### config.mk
export PLATFORM = sky130hd
export DESIGN_NAME = lcd_top
export DESIGN_NICKNAME = d
export VERILOG_FILES = /design/src/lcd_pkg.sv /design/src/lcd_init_seq.sv /design/src/lcd_fill_engine.sv /design/src/lcd_host_port.sv /design/src/lcd_bus_mux.sv /design/src/lcd_bus_if.sv /design/src/lcd_top.sv
export SDC_FILE = /design/constraint.sdc
export NUM_CORES = 1
export LEC_CHECK = 0
export BUFFER_PORTS_ARGS = -buffer_cell sky130_fd_sc_hd__clkbuf_2
export CAP_MARGIN = 5
export CORE_ASPECT_RATIO = 0.75
export CORE_MARGIN = 2
export CORE_UTILIZATION = 35
export CTS_BUF_LIST = sky130_fd_sc_hd__clkbuf_4 sky130_fd_sc_hd__clkbuf_8 sky130_fd_sc_hd__clkbuf_16
export CTS_CLUSTER_SIZE = 8
export DETAILED_ROUTE_END_ITERATION = 10
export PLACE_DENSITY = 0.62
export SYNTH_ARGS = -nofsm -noshare
export SYNTH_HDL_FRONTEND = slang
export SYNTH_HIERARCHICAL = 1
export SYNTH_SLANG_ARGS = --single-unit
### constraint.sdc
create_clock -name pclk -period 11.6 [get_ports pclk]
set_clock_uncertainty 0.15 [all_clocks]
set_input_delay 2.32 -clock pclk [delete_from_list [all_inputs] [get_ports pclk]]
set_output_delay 2.32 -clock pclk [all_outputs]
set_load 0.02 [all_outputs]
### src/lcd_pkg.sv
// bus timing and init list localparams, panel command codes, bus and fill job structs
package lcd_pkg;

    // 8080 bus timing, in pclk cycles
    localparam int unsigned WR_LOW_CYC  = 2;
    localparam int unsigned WR_HIGH_CYC = 2;
    localparam int unsigned RD_LOW_CYC  = 8;   // read word sampled in the last low cycle
    localparam int unsigned RD_HIGH_CYC = 4;
    localparam int unsigned RST_CYC     = 16;  // panel reset pulse, short for simulation

    // init command list
    localparam int unsigned INIT_LEN = 6;
    localparam int unsigned IDX_W    = $clog2(INIT_LEN);
    localparam logic [IDX_W-1:0] INIT_LAST = IDX_W'(INIT_LEN - 1);

    // reset pulse counter
    localparam int unsigned RST_W = $clog2(RST_CYC);
    localparam logic [RST_W-1:0] RST_LAST = RST_W'(RST_CYC - 1);

    // bus interface phase counter
    localparam int unsigned PH_W = 4;
    localparam logic [PH_W-1:0] WR_LOW_END = PH_W'(WR_LOW_CYC);
    localparam logic [PH_W-1:0] WR_LAST    = PH_W'(WR_LOW_CYC + WR_HIGH_CYC - 1);
    localparam logic [PH_W-1:0] RD_LOW_END = PH_W'(RD_LOW_CYC);
    localparam logic [PH_W-1:0] RD_SMP     = PH_W'(RD_LOW_CYC - 1);
    localparam logic [PH_W-1:0] RD_LAST    = PH_W'(RD_LOW_CYC + RD_HIGH_CYC - 1);

    // fill engine phases, 0..10 are window commands and parameters
    localparam int unsigned FILL_PH_W = 4;
    localparam logic [FILL_PH_W-1:0] FILL_PH_PIX = 4'd11;

    // panel commands
    localparam logic [15:0] CMD_CASET = 16'h002A;  // column window
    localparam logic [15:0] CMD_PASET = 16'h002B;  // page window
    localparam logic [15:0] CMD_RAMWR = 16'h002C;  // pixel stream follows

    // one bus operation
    typedef struct packed {
        logic        rd;    // 1: read cycle
        logic        rs;    // 1: data, 0: command
        logic [15:0] data;
    } bus_req_t;

    // one rectangular fill, corners inclusive
    typedef struct packed {
        logic [15:0] x0;
        logic [15:0] y0;
        logic [15:0] x1;
        logic [15:0] y1;
        logic [15:0] color;
    } fill_req_t;

endpackage

### src/lcd_init_seq.sv
// panel reset pulse and init command list sequencer
`timescale 1ns/1ps

module lcd_init_seq (
    input  logic              pclk,
    input  logic              rst_n,
    output logic              req_o,
    output lcd_pkg::bus_req_t req_bus_o,
    input  logic              done_i,
    output logic              lcd_rst_o,
    output logic              init_done_o
);
    import lcd_pkg::*;

    logic [RST_W-1:0] rst_cnt_q;
    logic [IDX_W-1:0] idx_q;

    // reset pulse first, then walk the table one write per done
    always_ff @(posedge pclk) begin
        if (!rst_n) begin
            rst_cnt_q   <= '0;
            lcd_rst_o   <= 1'b0;
            idx_q       <= '0;
            init_done_o <= 1'b0;
        end else if (!lcd_rst_o) begin
            if (rst_cnt_q == RST_LAST) begin
                lcd_rst_o <= 1'b1;  // release panel
            end else begin
                rst_cnt_q <= rst_cnt_q + 1'b1;
            end
        end else if (req_o && done_i) begin
            if (idx_q == INIT_LAST) begin
                init_done_o <= 1'b1;  // sticky
            end else begin
                idx_q <= idx_q + 1'b1;
            end
        end
    end

    assign req_o = lcd_rst_o && !init_done_o;

    // init table, rs then word
    always_comb begin
        req_bus_o.rd = 1'b0;
        case (idx_q)
            3'd0:    {req_bus_o.rs, req_bus_o.data} = {1'b0, 16'h0011};  // sleep out
            3'd1:    {req_bus_o.rs, req_bus_o.data} = {1'b0, 16'h003A};  // pixel format
            3'd2:    {req_bus_o.rs, req_bus_o.data} = {1'b1, 16'h0055};  // 16 bpp
            3'd3:    {req_bus_o.rs, req_bus_o.data} = {1'b0, 16'h0036};  // memory access ctrl
            3'd4:    {req_bus_o.rs, req_bus_o.data} = {1'b1, 16'h0000};
            3'd5:    {req_bus_o.rs, req_bus_o.data} = {1'b0, 16'h0029};  // display on
            default: {req_bus_o.rs, req_bus_o.data} = {1'b0, 16'h0000};
        endcase
    end

endmodule

### src/lcd_fill_engine.sv
// rectangular fill engine: window commands then the colour pixel stream
`timescale 1ns/1ps

module lcd_fill_engine (
    input  logic               pclk,
    input  logic               rst_n,
    input  logic               start_i,
    input  lcd_pkg::fill_req_t job_i,
    output logic               req_o,
    output lcd_pkg::bus_req_t  req_bus_o,
    input  logic               done_i,
    output logic               busy_o
);
    import lcd_pkg::*;

    fill_req_t            job_q;
    logic [FILL_PH_W-1:0] phase_q;
    logic [15:0]          col_q;
    logic [15:0]          row_q;
    logic                 take;
    logic                 last_col;
    logic                 last_px;

    assign take     = start_i && !busy_o;
    assign last_col = (col_q == job_q.x1);
    assign last_px  = last_col && (row_q == job_q.y1);

    always_ff @(posedge pclk) begin
        if (!rst_n) begin
            busy_o  <= 1'b0;
            phase_q <= '0;
        end else if (take) begin
            busy_o  <= 1'b1;
            phase_q <= '0;
        end else if (busy_o && done_i) begin
            if (phase_q != FILL_PH_PIX) begin
                phase_q <= phase_q + 1'b1;
            end else if (last_px) begin
                busy_o <= 1'b0;  // last pixel written
            end
        end
    end

    // job copy and pixel position, loaded on start
    always_ff @(posedge pclk) begin
        if (take) begin
            job_q <= job_i;
            col_q <= job_i.x0;
            row_q <= job_i.y0;
        end else if (busy_o && done_i && phase_q == FILL_PH_PIX) begin
            if (last_col) begin
                col_q <= job_q.x0;  // wrap to next row
                row_q <= row_q + 16'd1;
            end else begin
                col_q <= col_q + 16'd1;
            end
        end
    end

    assign req_o = busy_o;

    // command or parameter byte for each phase
    always_comb begin
        req_bus_o.rd = 1'b0;
        req_bus_o.rs = 1'b1;
        case (phase_q)
            4'd0:    begin req_bus_o.rs = 1'b0; req_bus_o.data = CMD_CASET; end
            4'd1:    req_bus_o.data = {8'h00, job_q.x0[15:8]};
            4'd2:    req_bus_o.data = {8'h00, job_q.x0[7:0]};
            4'd3:    req_bus_o.data = {8'h00, job_q.x1[15:8]};
            4'd4:    req_bus_o.data = {8'h00, job_q.x1[7:0]};
            4'd5:    begin req_bus_o.rs = 1'b0; req_bus_o.data = CMD_PASET; end
            4'd6:    req_bus_o.data = {8'h00, job_q.y0[15:8]};
            4'd7:    req_bus_o.data = {8'h00, job_q.y0[7:0]};
            4'd8:    req_bus_o.data = {8'h00, job_q.y1[15:8]};
            4'd9:    req_bus_o.data = {8'h00, job_q.y1[7:0]};
            4'd10:   begin req_bus_o.rs = 1'b0; req_bus_o.data = CMD_RAMWR; end
            default: req_bus_o.data = job_q.color;  // pixel phase
        endcase
    end

endmodule

### src/lcd_host_port.sv
// host strobe port: one pending write or read, fill launch, busy and read word
`timescale 1ns/1ps

module lcd_host_port (
    input  logic               pclk,
    input  logic               rst_n,
    input  logic               host_we_i,
    input  logic               host_rs_i,
    input  logic [15:0]        host_data_i,
    input  logic               host_rd_i,
    input  logic               fill_start_i,
    input  lcd_pkg::fill_req_t fill_job_i,
    input  logic               init_done_i,
    input  logic               fill_busy_i,
    output logic               req_o,
    output lcd_pkg::bus_req_t  req_bus_o,
    input  logic               done_i,
    input  logic [15:0]        rd_word_i,
    output logic               fill_go_o,
    output lcd_pkg::fill_req_t fill_job_o,
    output logic               busy_o,
    output logic [15:0]        rd_data_o,
    output logic               rd_valid_o
);
    import lcd_pkg::*;

    logic we_take, rd_take, fill_take;
    logic pend_nxt;

    // strobes only count while idle, write wins over read over fill
    assign we_take   = host_we_i && !busy_o;
    assign rd_take   = host_rd_i && !host_we_i && !busy_o;
    assign fill_take = fill_start_i && !host_we_i && !host_rd_i && !busy_o;

    assign pend_nxt = (we_take || rd_take) ? 1'b1 : (done_i ? 1'b0 : req_o);

    always_ff @(posedge pclk) begin
        if (!rst_n) begin
            req_o      <= 1'b0;
            fill_go_o  <= 1'b0;
            rd_valid_o <= 1'b0;
            busy_o     <= 1'b1;  // stays up until init is over
        end else begin
            req_o      <= pend_nxt;
            fill_go_o  <= fill_take;
            rd_valid_o <= done_i && req_bus_o.rd;
            // covers the gap before the engine raises its own busy
            busy_o <= pend_nxt || fill_take || fill_go_o || fill_busy_i || !init_done_i;
        end
    end

    always_ff @(posedge pclk) begin
        if (we_take || rd_take) begin
            req_bus_o <= '{rd: rd_take, rs: host_rs_i, data: host_data_i};
        end
        if (fill_take) fill_job_o <= fill_job_i;
        if (done_i && req_bus_o.rd) rd_data_o <= rd_word_i;  // captured with done
    end

endmodule

### src/lcd_bus_mux.sv
// fixed priority panel bus arbiter: init, then host, then fill
`timescale 1ns/1ps

module lcd_bus_mux (
    input  logic              pclk,
    input  logic              rst_n,
    input  logic              init_req_i,
    input  lcd_pkg::bus_req_t init_bus_i,
    input  logic              host_req_i,
    input  lcd_pkg::bus_req_t host_bus_i,
    input  logic              fill_req_i,
    input  lcd_pkg::bus_req_t fill_bus_i,
    input  logic              init_done_i,
    output logic              init_done_o,
    output logic              host_done_o,
    output logic              fill_done_o,
    output logic              start_o,
    output lcd_pkg::bus_req_t bus_o,
    input  logic              done_i
);
    import lcd_pkg::*;

    typedef enum logic [1:0] {OWN_NONE, OWN_INIT, OWN_HOST, OWN_FILL} owner_e;

    owner_e own_q;

    // grant locked until done, re-arbitrate the cycle after
    always_ff @(posedge pclk) begin
        if (!rst_n) begin
            own_q   <= OWN_NONE;
            start_o <= 1'b0;
        end else begin
            start_o <= 1'b0;
            if (own_q == OWN_NONE) begin
                if (init_req_i) begin
                    own_q   <= OWN_INIT;
                    start_o <= 1'b1;
                end else if (init_done_i && host_req_i) begin
                    own_q   <= OWN_HOST;
                    start_o <= 1'b1;
                end else if (init_done_i && fill_req_i) begin
                    own_q   <= OWN_FILL;
                    start_o <= 1'b1;
                end
            end else if (done_i) begin
                own_q <= OWN_NONE;
            end
        end
    end

    always_ff @(posedge pclk) begin
        if (own_q == OWN_NONE) begin
            bus_o <= init_req_i ? init_bus_i : (host_req_i ? host_bus_i : fill_bus_i);
        end
    end

    assign init_done_o = done_i && (own_q == OWN_INIT);
    assign host_done_o = done_i && (own_q == OWN_HOST);
    assign fill_done_o = done_i && (own_q == OWN_FILL);

endmodule

### src/lcd_bus_if.sv
// 8080 panel bus cycles: cs, rs, wr, rd, data enable, read sampling and backlight
`timescale 1ns/1ps

module lcd_bus_if (
    input  logic              pclk,
    input  logic              rst_n,
    input  logic              start_i,
    input  lcd_pkg::bus_req_t bus_i,
    input  logic              init_done_i,
    output logic              done_o,
    output logic [15:0]       rd_word_o,
    output logic              lcd_cs_o,
    output logic              lcd_rs_o,
    output logic              lcd_wr_o,
    output logic              lcd_rd_o,
    output logic [15:0]       lcd_data_o,
    output logic              lcd_data_oe_o,
    input  logic [15:0]       lcd_data_i,
    output logic              lcd_bl_o
);
    import lcd_pkg::*;

    bus_req_t        req_q;
    logic            active_q;
    logic [PH_W-1:0] ph_q;
    logic [15:0]     rd_word_q;
    logic            last_ph;

    // write is 4 phases, read is 12
    assign last_ph = req_q.rd ? (ph_q == RD_LAST) : (ph_q == WR_LAST);

    always_ff @(posedge pclk) begin
        if (!rst_n) begin
            active_q <= 1'b0;
            ph_q     <= '0;
        end else if (start_i) begin
            active_q <= 1'b1;
            ph_q     <= '0;
        end else if (active_q) begin
            if (last_ph) begin
                active_q <= 1'b0;
                ph_q     <= '0;
            end else begin
                ph_q <= ph_q + 1'b1;
            end
        end
    end

    // operation and sampled read word
    always_ff @(posedge pclk) begin
        if (start_i) begin
            req_q <= bus_i;
        end
        if (active_q && req_q.rd && ph_q == RD_SMP) begin
            rd_word_q <= lcd_data_i;  // last rd low cycle
        end
    end

    assign done_o    = active_q && last_ph;
    assign rd_word_o = rd_word_q;

    // strobes low active, all idle high
    assign lcd_cs_o = !active_q;
    assign lcd_rs_o = !active_q || req_q.rs;
    assign lcd_wr_o = !(active_q && !req_q.rd && ph_q < WR_LOW_END);  // rises mid cycle
    assign lcd_rd_o = !(active_q && req_q.rd && ph_q < RD_LOW_END);

    // drive the bus only on writes
    assign lcd_data_o    = req_q.data;
    assign lcd_data_oe_o = active_q && !req_q.rd;

    assign lcd_bl_o = init_done_i;  // backlight on once the panel is set up

endmodule

### src/lcd_top.sv
// TFT panel controller top: init sequencer, host port, fill engine, bus mux, bus interface
`timescale 1ns/1ps

module lcd_top (
    input  logic               pclk,
    input  logic               rst_n,
    input  logic               host_we_i,
    input  logic               host_rs_i,
    input  logic [15:0]        host_data_i,
    input  logic               host_rd_i,
    input  logic               fill_start_i,
    input  lcd_pkg::fill_req_t fill_job_i,
    output logic [15:0]        rd_data_o,
    output logic               rd_valid_o,
    output logic               busy_o,
    output logic               lcd_rst_o,
    output logic               lcd_cs_o,
    output logic               lcd_rs_o,
    output logic               lcd_wr_o,
    output logic               lcd_rd_o,
    output logic [15:0]        lcd_data_o,
    output logic               lcd_data_oe_o,
    input  logic [15:0]        lcd_data_i,
    output logic               lcd_bl_o
);
    import lcd_pkg::*;

    bus_req_t    init_bus, host_bus, fill_bus, mux_bus;
    fill_req_t   fill_job;
    logic        init_req, host_req, fill_req;
    logic        init_done_p, host_done_p, fill_done_p;  // done pulses per source
    logic        init_done, fill_go, fill_busy;
    logic        start, done;
    logic [15:0] rd_word;

    lcd_init_seq u_init (
        .pclk(pclk), .rst_n(rst_n), .req_o(init_req), .req_bus_o(init_bus),
        .done_i(init_done_p), .lcd_rst_o(lcd_rst_o), .init_done_o(init_done)
    );

    lcd_host_port u_host (
        .pclk(pclk), .rst_n(rst_n), .host_we_i(host_we_i), .host_rs_i(host_rs_i),
        .host_data_i(host_data_i), .host_rd_i(host_rd_i), .fill_start_i(fill_start_i),
        .fill_job_i(fill_job_i), .init_done_i(init_done), .fill_busy_i(fill_busy),
        .req_o(host_req), .req_bus_o(host_bus), .done_i(host_done_p), .rd_word_i(rd_word),
        .fill_go_o(fill_go), .fill_job_o(fill_job), .busy_o(busy_o),
        .rd_data_o(rd_data_o), .rd_valid_o(rd_valid_o)
    );

    lcd_fill_engine u_fill (
        .pclk(pclk), .rst_n(rst_n), .start_i(fill_go), .job_i(fill_job),
        .req_o(fill_req), .req_bus_o(fill_bus), .done_i(fill_done_p), .busy_o(fill_busy)
    );

    lcd_bus_mux u_mux (
        .pclk(pclk), .rst_n(rst_n), .init_req_i(init_req), .init_bus_i(init_bus),
        .host_req_i(host_req), .host_bus_i(host_bus), .fill_req_i(fill_req),
        .fill_bus_i(fill_bus), .init_done_i(init_done), .init_done_o(init_done_p),
        .host_done_o(host_done_p), .fill_done_o(fill_done_p), .start_o(start),
        .bus_o(mux_bus), .done_i(done)
    );

    lcd_bus_if u_bus_if (
        .pclk(pclk), .rst_n(rst_n), .start_i(start), .bus_i(mux_bus),
        .init_done_i(init_done), .done_o(done), .rd_word_o(rd_word),
        .lcd_cs_o(lcd_cs_o), .lcd_rs_o(lcd_rs_o), .lcd_wr_o(lcd_wr_o), .lcd_rd_o(lcd_rd_o),
        .lcd_data_o(lcd_data_o), .lcd_data_oe_o(lcd_data_oe_o), .lcd_data_i(lcd_data_i),
        .lcd_bl_o(lcd_bl_o)
    );

endmodule

==> results.ini <==
[global_routing]
antenna_found_initial = 0
grt_util_all_layers_pct = 14.37
grt_pass1_wl_um = 41260
grt_pass1_vias = 7135
grt_max_degree = 78
overflow = 0

[route]
routedWlPerCell_um = 17.94
vias = 7226
postRouteAntennaNets = 0
vias_per_cell = 4.853
drt_iter0_drc = 637
wl_um = 26720
dr.pass1.iters = 9
drc_errors = 9

[synth]
synthCells = 841
synth-edff-count = 278
synthFlopType = edfxtp_1
synth_top_area_share_pct = 67.24
ys_seq_elements = 304
yosysTopAreaCell = edfxtp_1
synthTopCellsByArea = edfxtp_1 67%, dfxtp_1 4.2%, xor2_1 3.0%
ys_warn_count = 6
synth_area_um2 = 12410
yosysSeqAreaShare_pct = 71.44
async_flop_share_pct = 0
synth.distinct_cells = 77
syn_area_per_cell_um2 = 14.76

[critical_path]
crit_required_ns = 9.13
crit_path_end_kind = output pin
worstSetupStartpointType = flip-flop
arrival_ns = 1.49
crit_fanout = 8
criticalPathCategory = reg -> out
reg2reg_depth = 9

[timing]
hold_viol = 0
slew_viol_final = 0
period_share_pct = 34.10
rsz0062_at_grt = no
setup_viol = 0
max_freq_mhz = 252.8
worst_pin_slew_ns = 1.113
slew_headroom_pct = 25.68
finalCriticalPeriod_ns = 3.956
finalSetupTns_ns = 0

[place]
io_buffers = 158
dp_hpwl_um = 18510
globalplace.congestion = 0.8351
placed_area_um2 = 13510

[cts]
cts_tree = done
cts_sinks = 304
ctsHoldBuffers = 0
post_cts_buffers = 0
clk_pin_slew_ns = 0.05
worstSkewPairLatency_ns = 0.54
root_buffer = clkbuf_16
numCtsBuffers = 43
cts_buffer_depth = 3
cts.htree.levels = 2
postCtsResizedCells = 0

[finish]
drive_above_1_share_pct = 25.87
finish.utilization_pct = 42.59
nFillCells = 3216
regArea_um2 = 8869
layout.nets = 1136
finalInstanceArea_um2 = 14840
antenna_cells = 0
syn_to_final_growth_pct = 19.53
multi_input_area_um2 = 3114

[floorplan]
fp.coreArea_um2 = 34840
start_util_pct = 35.63
top_level_ports = 159
dieHeight_um = 167.1
num_rows = 59
die_w_um = 221.5
dieArea_um2 = 37010

[power_and_ir_drop]
p_sw_uw = 460.5
comb_power_share_pct = 1.1
seqPwrFrac_pct = 49.2
power.share.clock_pct = 49.8
swShare_pct = 19.04
leakagePower_nw = 5.373
power.density_nw_per_um2 = 163.0
ir_drop_v = 0.0001088
p_int_mw = 1.958

[worst_hold_path]
holdPathStages = 0
hp-class = reg -> reg

[flow_run]
maxCapViolCount = 0

[run_status]
violations = design-rule violations
status = finished with violations

worst max-delay path, cell delays in order (launching register included):
cell      delay, ns
dfxtp_1        0.50
nor2b_1        0.22
nand2_1        0.09
clkbuf_2       0.16
metal layers:
layer | vias up | wire length [um] | GRT usage, %
met5 | - | 0 | 0
met4 | 0 | 824 | 5.229
met3 | 61 | 1792 | 3.194
met2 | 273 | 11680 | 20.79
met1 | 3448 | 12430 | 21.18
li1 | 3444 | - | -
metrics by stage:
| stage | std cells | hold WS, ns | setup WS, ns | power (mW) |
|---|---|---|---|---|
| 6_report | 1489 | 0.2560 | 7.644 | 2.418 |
| 5_1_grt | 1489 | 0.2677 | 7.532 | 2.502 |
| 4_1_cts | 1489 | 0.2517 | 7.600 | 2.451 |
| 3_5_place_dp | 1416 | 0.2545 | 7.241 | 1.236 |
| 3_3_place_gp | 1416 | 0.2504 | 7.275 | 1.236 |
| 2_1_floorplan | 850 | 0.2503 | 6.030 | 1.216 |
cells in the mapped netlist, drive strengths merged, types with 3 or more instances:
library cell	number
ha	14
dfxtp	26
a211oi	3
a21oi	14
mux2i	37
edfxtp	278
a221oi	3
nand4	10
nand4b	3
nand3b	3
nor4	12
nor3b	3
buf	46
o21ai	57
a22oi	8
a222oi	9
nand2	92
xnor2	21
and2	10
o22ai	4
o211ai	4
inv	23
a21o	4
nand3	16
clkbuf	13
nor3	15
nor2	24
and3	4
xor2	44
sequential cells by signal, summed over array words and instances (netlist names), 2 cells and up:
register / flops
u_host/req_bus_o: 18
u_bus_if/req_q: 2
u_host/rd_data_o: 16
u_mux/bus_o: 18
u_fill/col_q: 16
u_fill/phase_q: 4
u_mux/own_q: 2
u_init/idx_q: 3
u_fill/row_q: 16
u_host/fill_job_o: 80
u_init/rst_cnt_q: 4
u_bus_if/lcd_data_o: 16
u_fill/job_q: 80
u_bus_if/ph_q: 4
u_bus_if/rd_word_o: 16
path summary, 6_finish.rpt:
kind | start | to | slack [ns]
worst max register to register | u_fill/phase_q[1] | u_mux/bus_o[5] | 8.52
worst min-delay path | u_host/fill_job_o[6] | u_fill/job_q[6] | 0.26
worst min register to register | u_host/fill_job_o[6] | u_fill/job_q[6] | 0.26
worst max-delay path | u_bus_if/active_q | lcd_rd_o | 7.64
power by group through the flow:
stage / Clock, mW / Sequential (mW) / Combinational (mW)
detailed placement: 0 / 1.21 / 0.0270
floorplan: 0 / 1.21 / 0.00668
global route: 1.29 / 1.19 / 0.0296
CTS: 1.24 / 1.19 / 0.0272
finish: 1.20 / 1.19 / 0.0263
global placement: 0 / 1.21 / 0.0266
layout by cell type (no fill, tap or decap), types with 3 or more instances in the layout:
cell and instances:
edfxtp_1 278, clkbuf_2 158, nand2_1 92, clkbuf_16 43, o21ai_1 43, xor2_1 43
mux2i_1 37, clkbuf_4 27, dfxtp_1 26, nor2_1 23, xnor2_1 21, inv_1 19
nand3_1 16, ha_1 14, o21ai_0 14, a21oi_1 13, nor3_1 12, conb_1 11
nand4_1 10, buf_4 10, nor4_1 10, and2_1 10, a222oi_1 9, a22oi_1 8
a21o_1 4, o211ai_1 4, nor3_2 3, nand4b_1 3, o22ai_1 3, a221oi_1 3
and3_1 3
cells by family (layout without fill, tap and decap cells):
logic type / after synthesis / in the layout / share of synthesized area, %
fa+ha+maj: 14 / 14 / 1.411
buf+inv: 82 / 264 / 3.769
compound gates: 129 / 129 / 7.025
simple gates: 206 / 206 / 8.486
flops: 304 / 304 / 71.44
xor+xnor: 65 / 65 / 4.646
mux: 39 / 39 / 3.165
other cells: 2 / 11 / 0.06049
layout make-up:
type,count,share of cell area [%]
Sequential cell,304,59.76
Multi-Input combinational cell,464,20.99
Clock buffer,70,8.617
Timing Repair Buffer,168,5.835
Tap cell,457,3.853
Inverter,23,0.6155
Clock inverter,3,0.3288
Note: power is estimated with default switching activity, not from simulation.
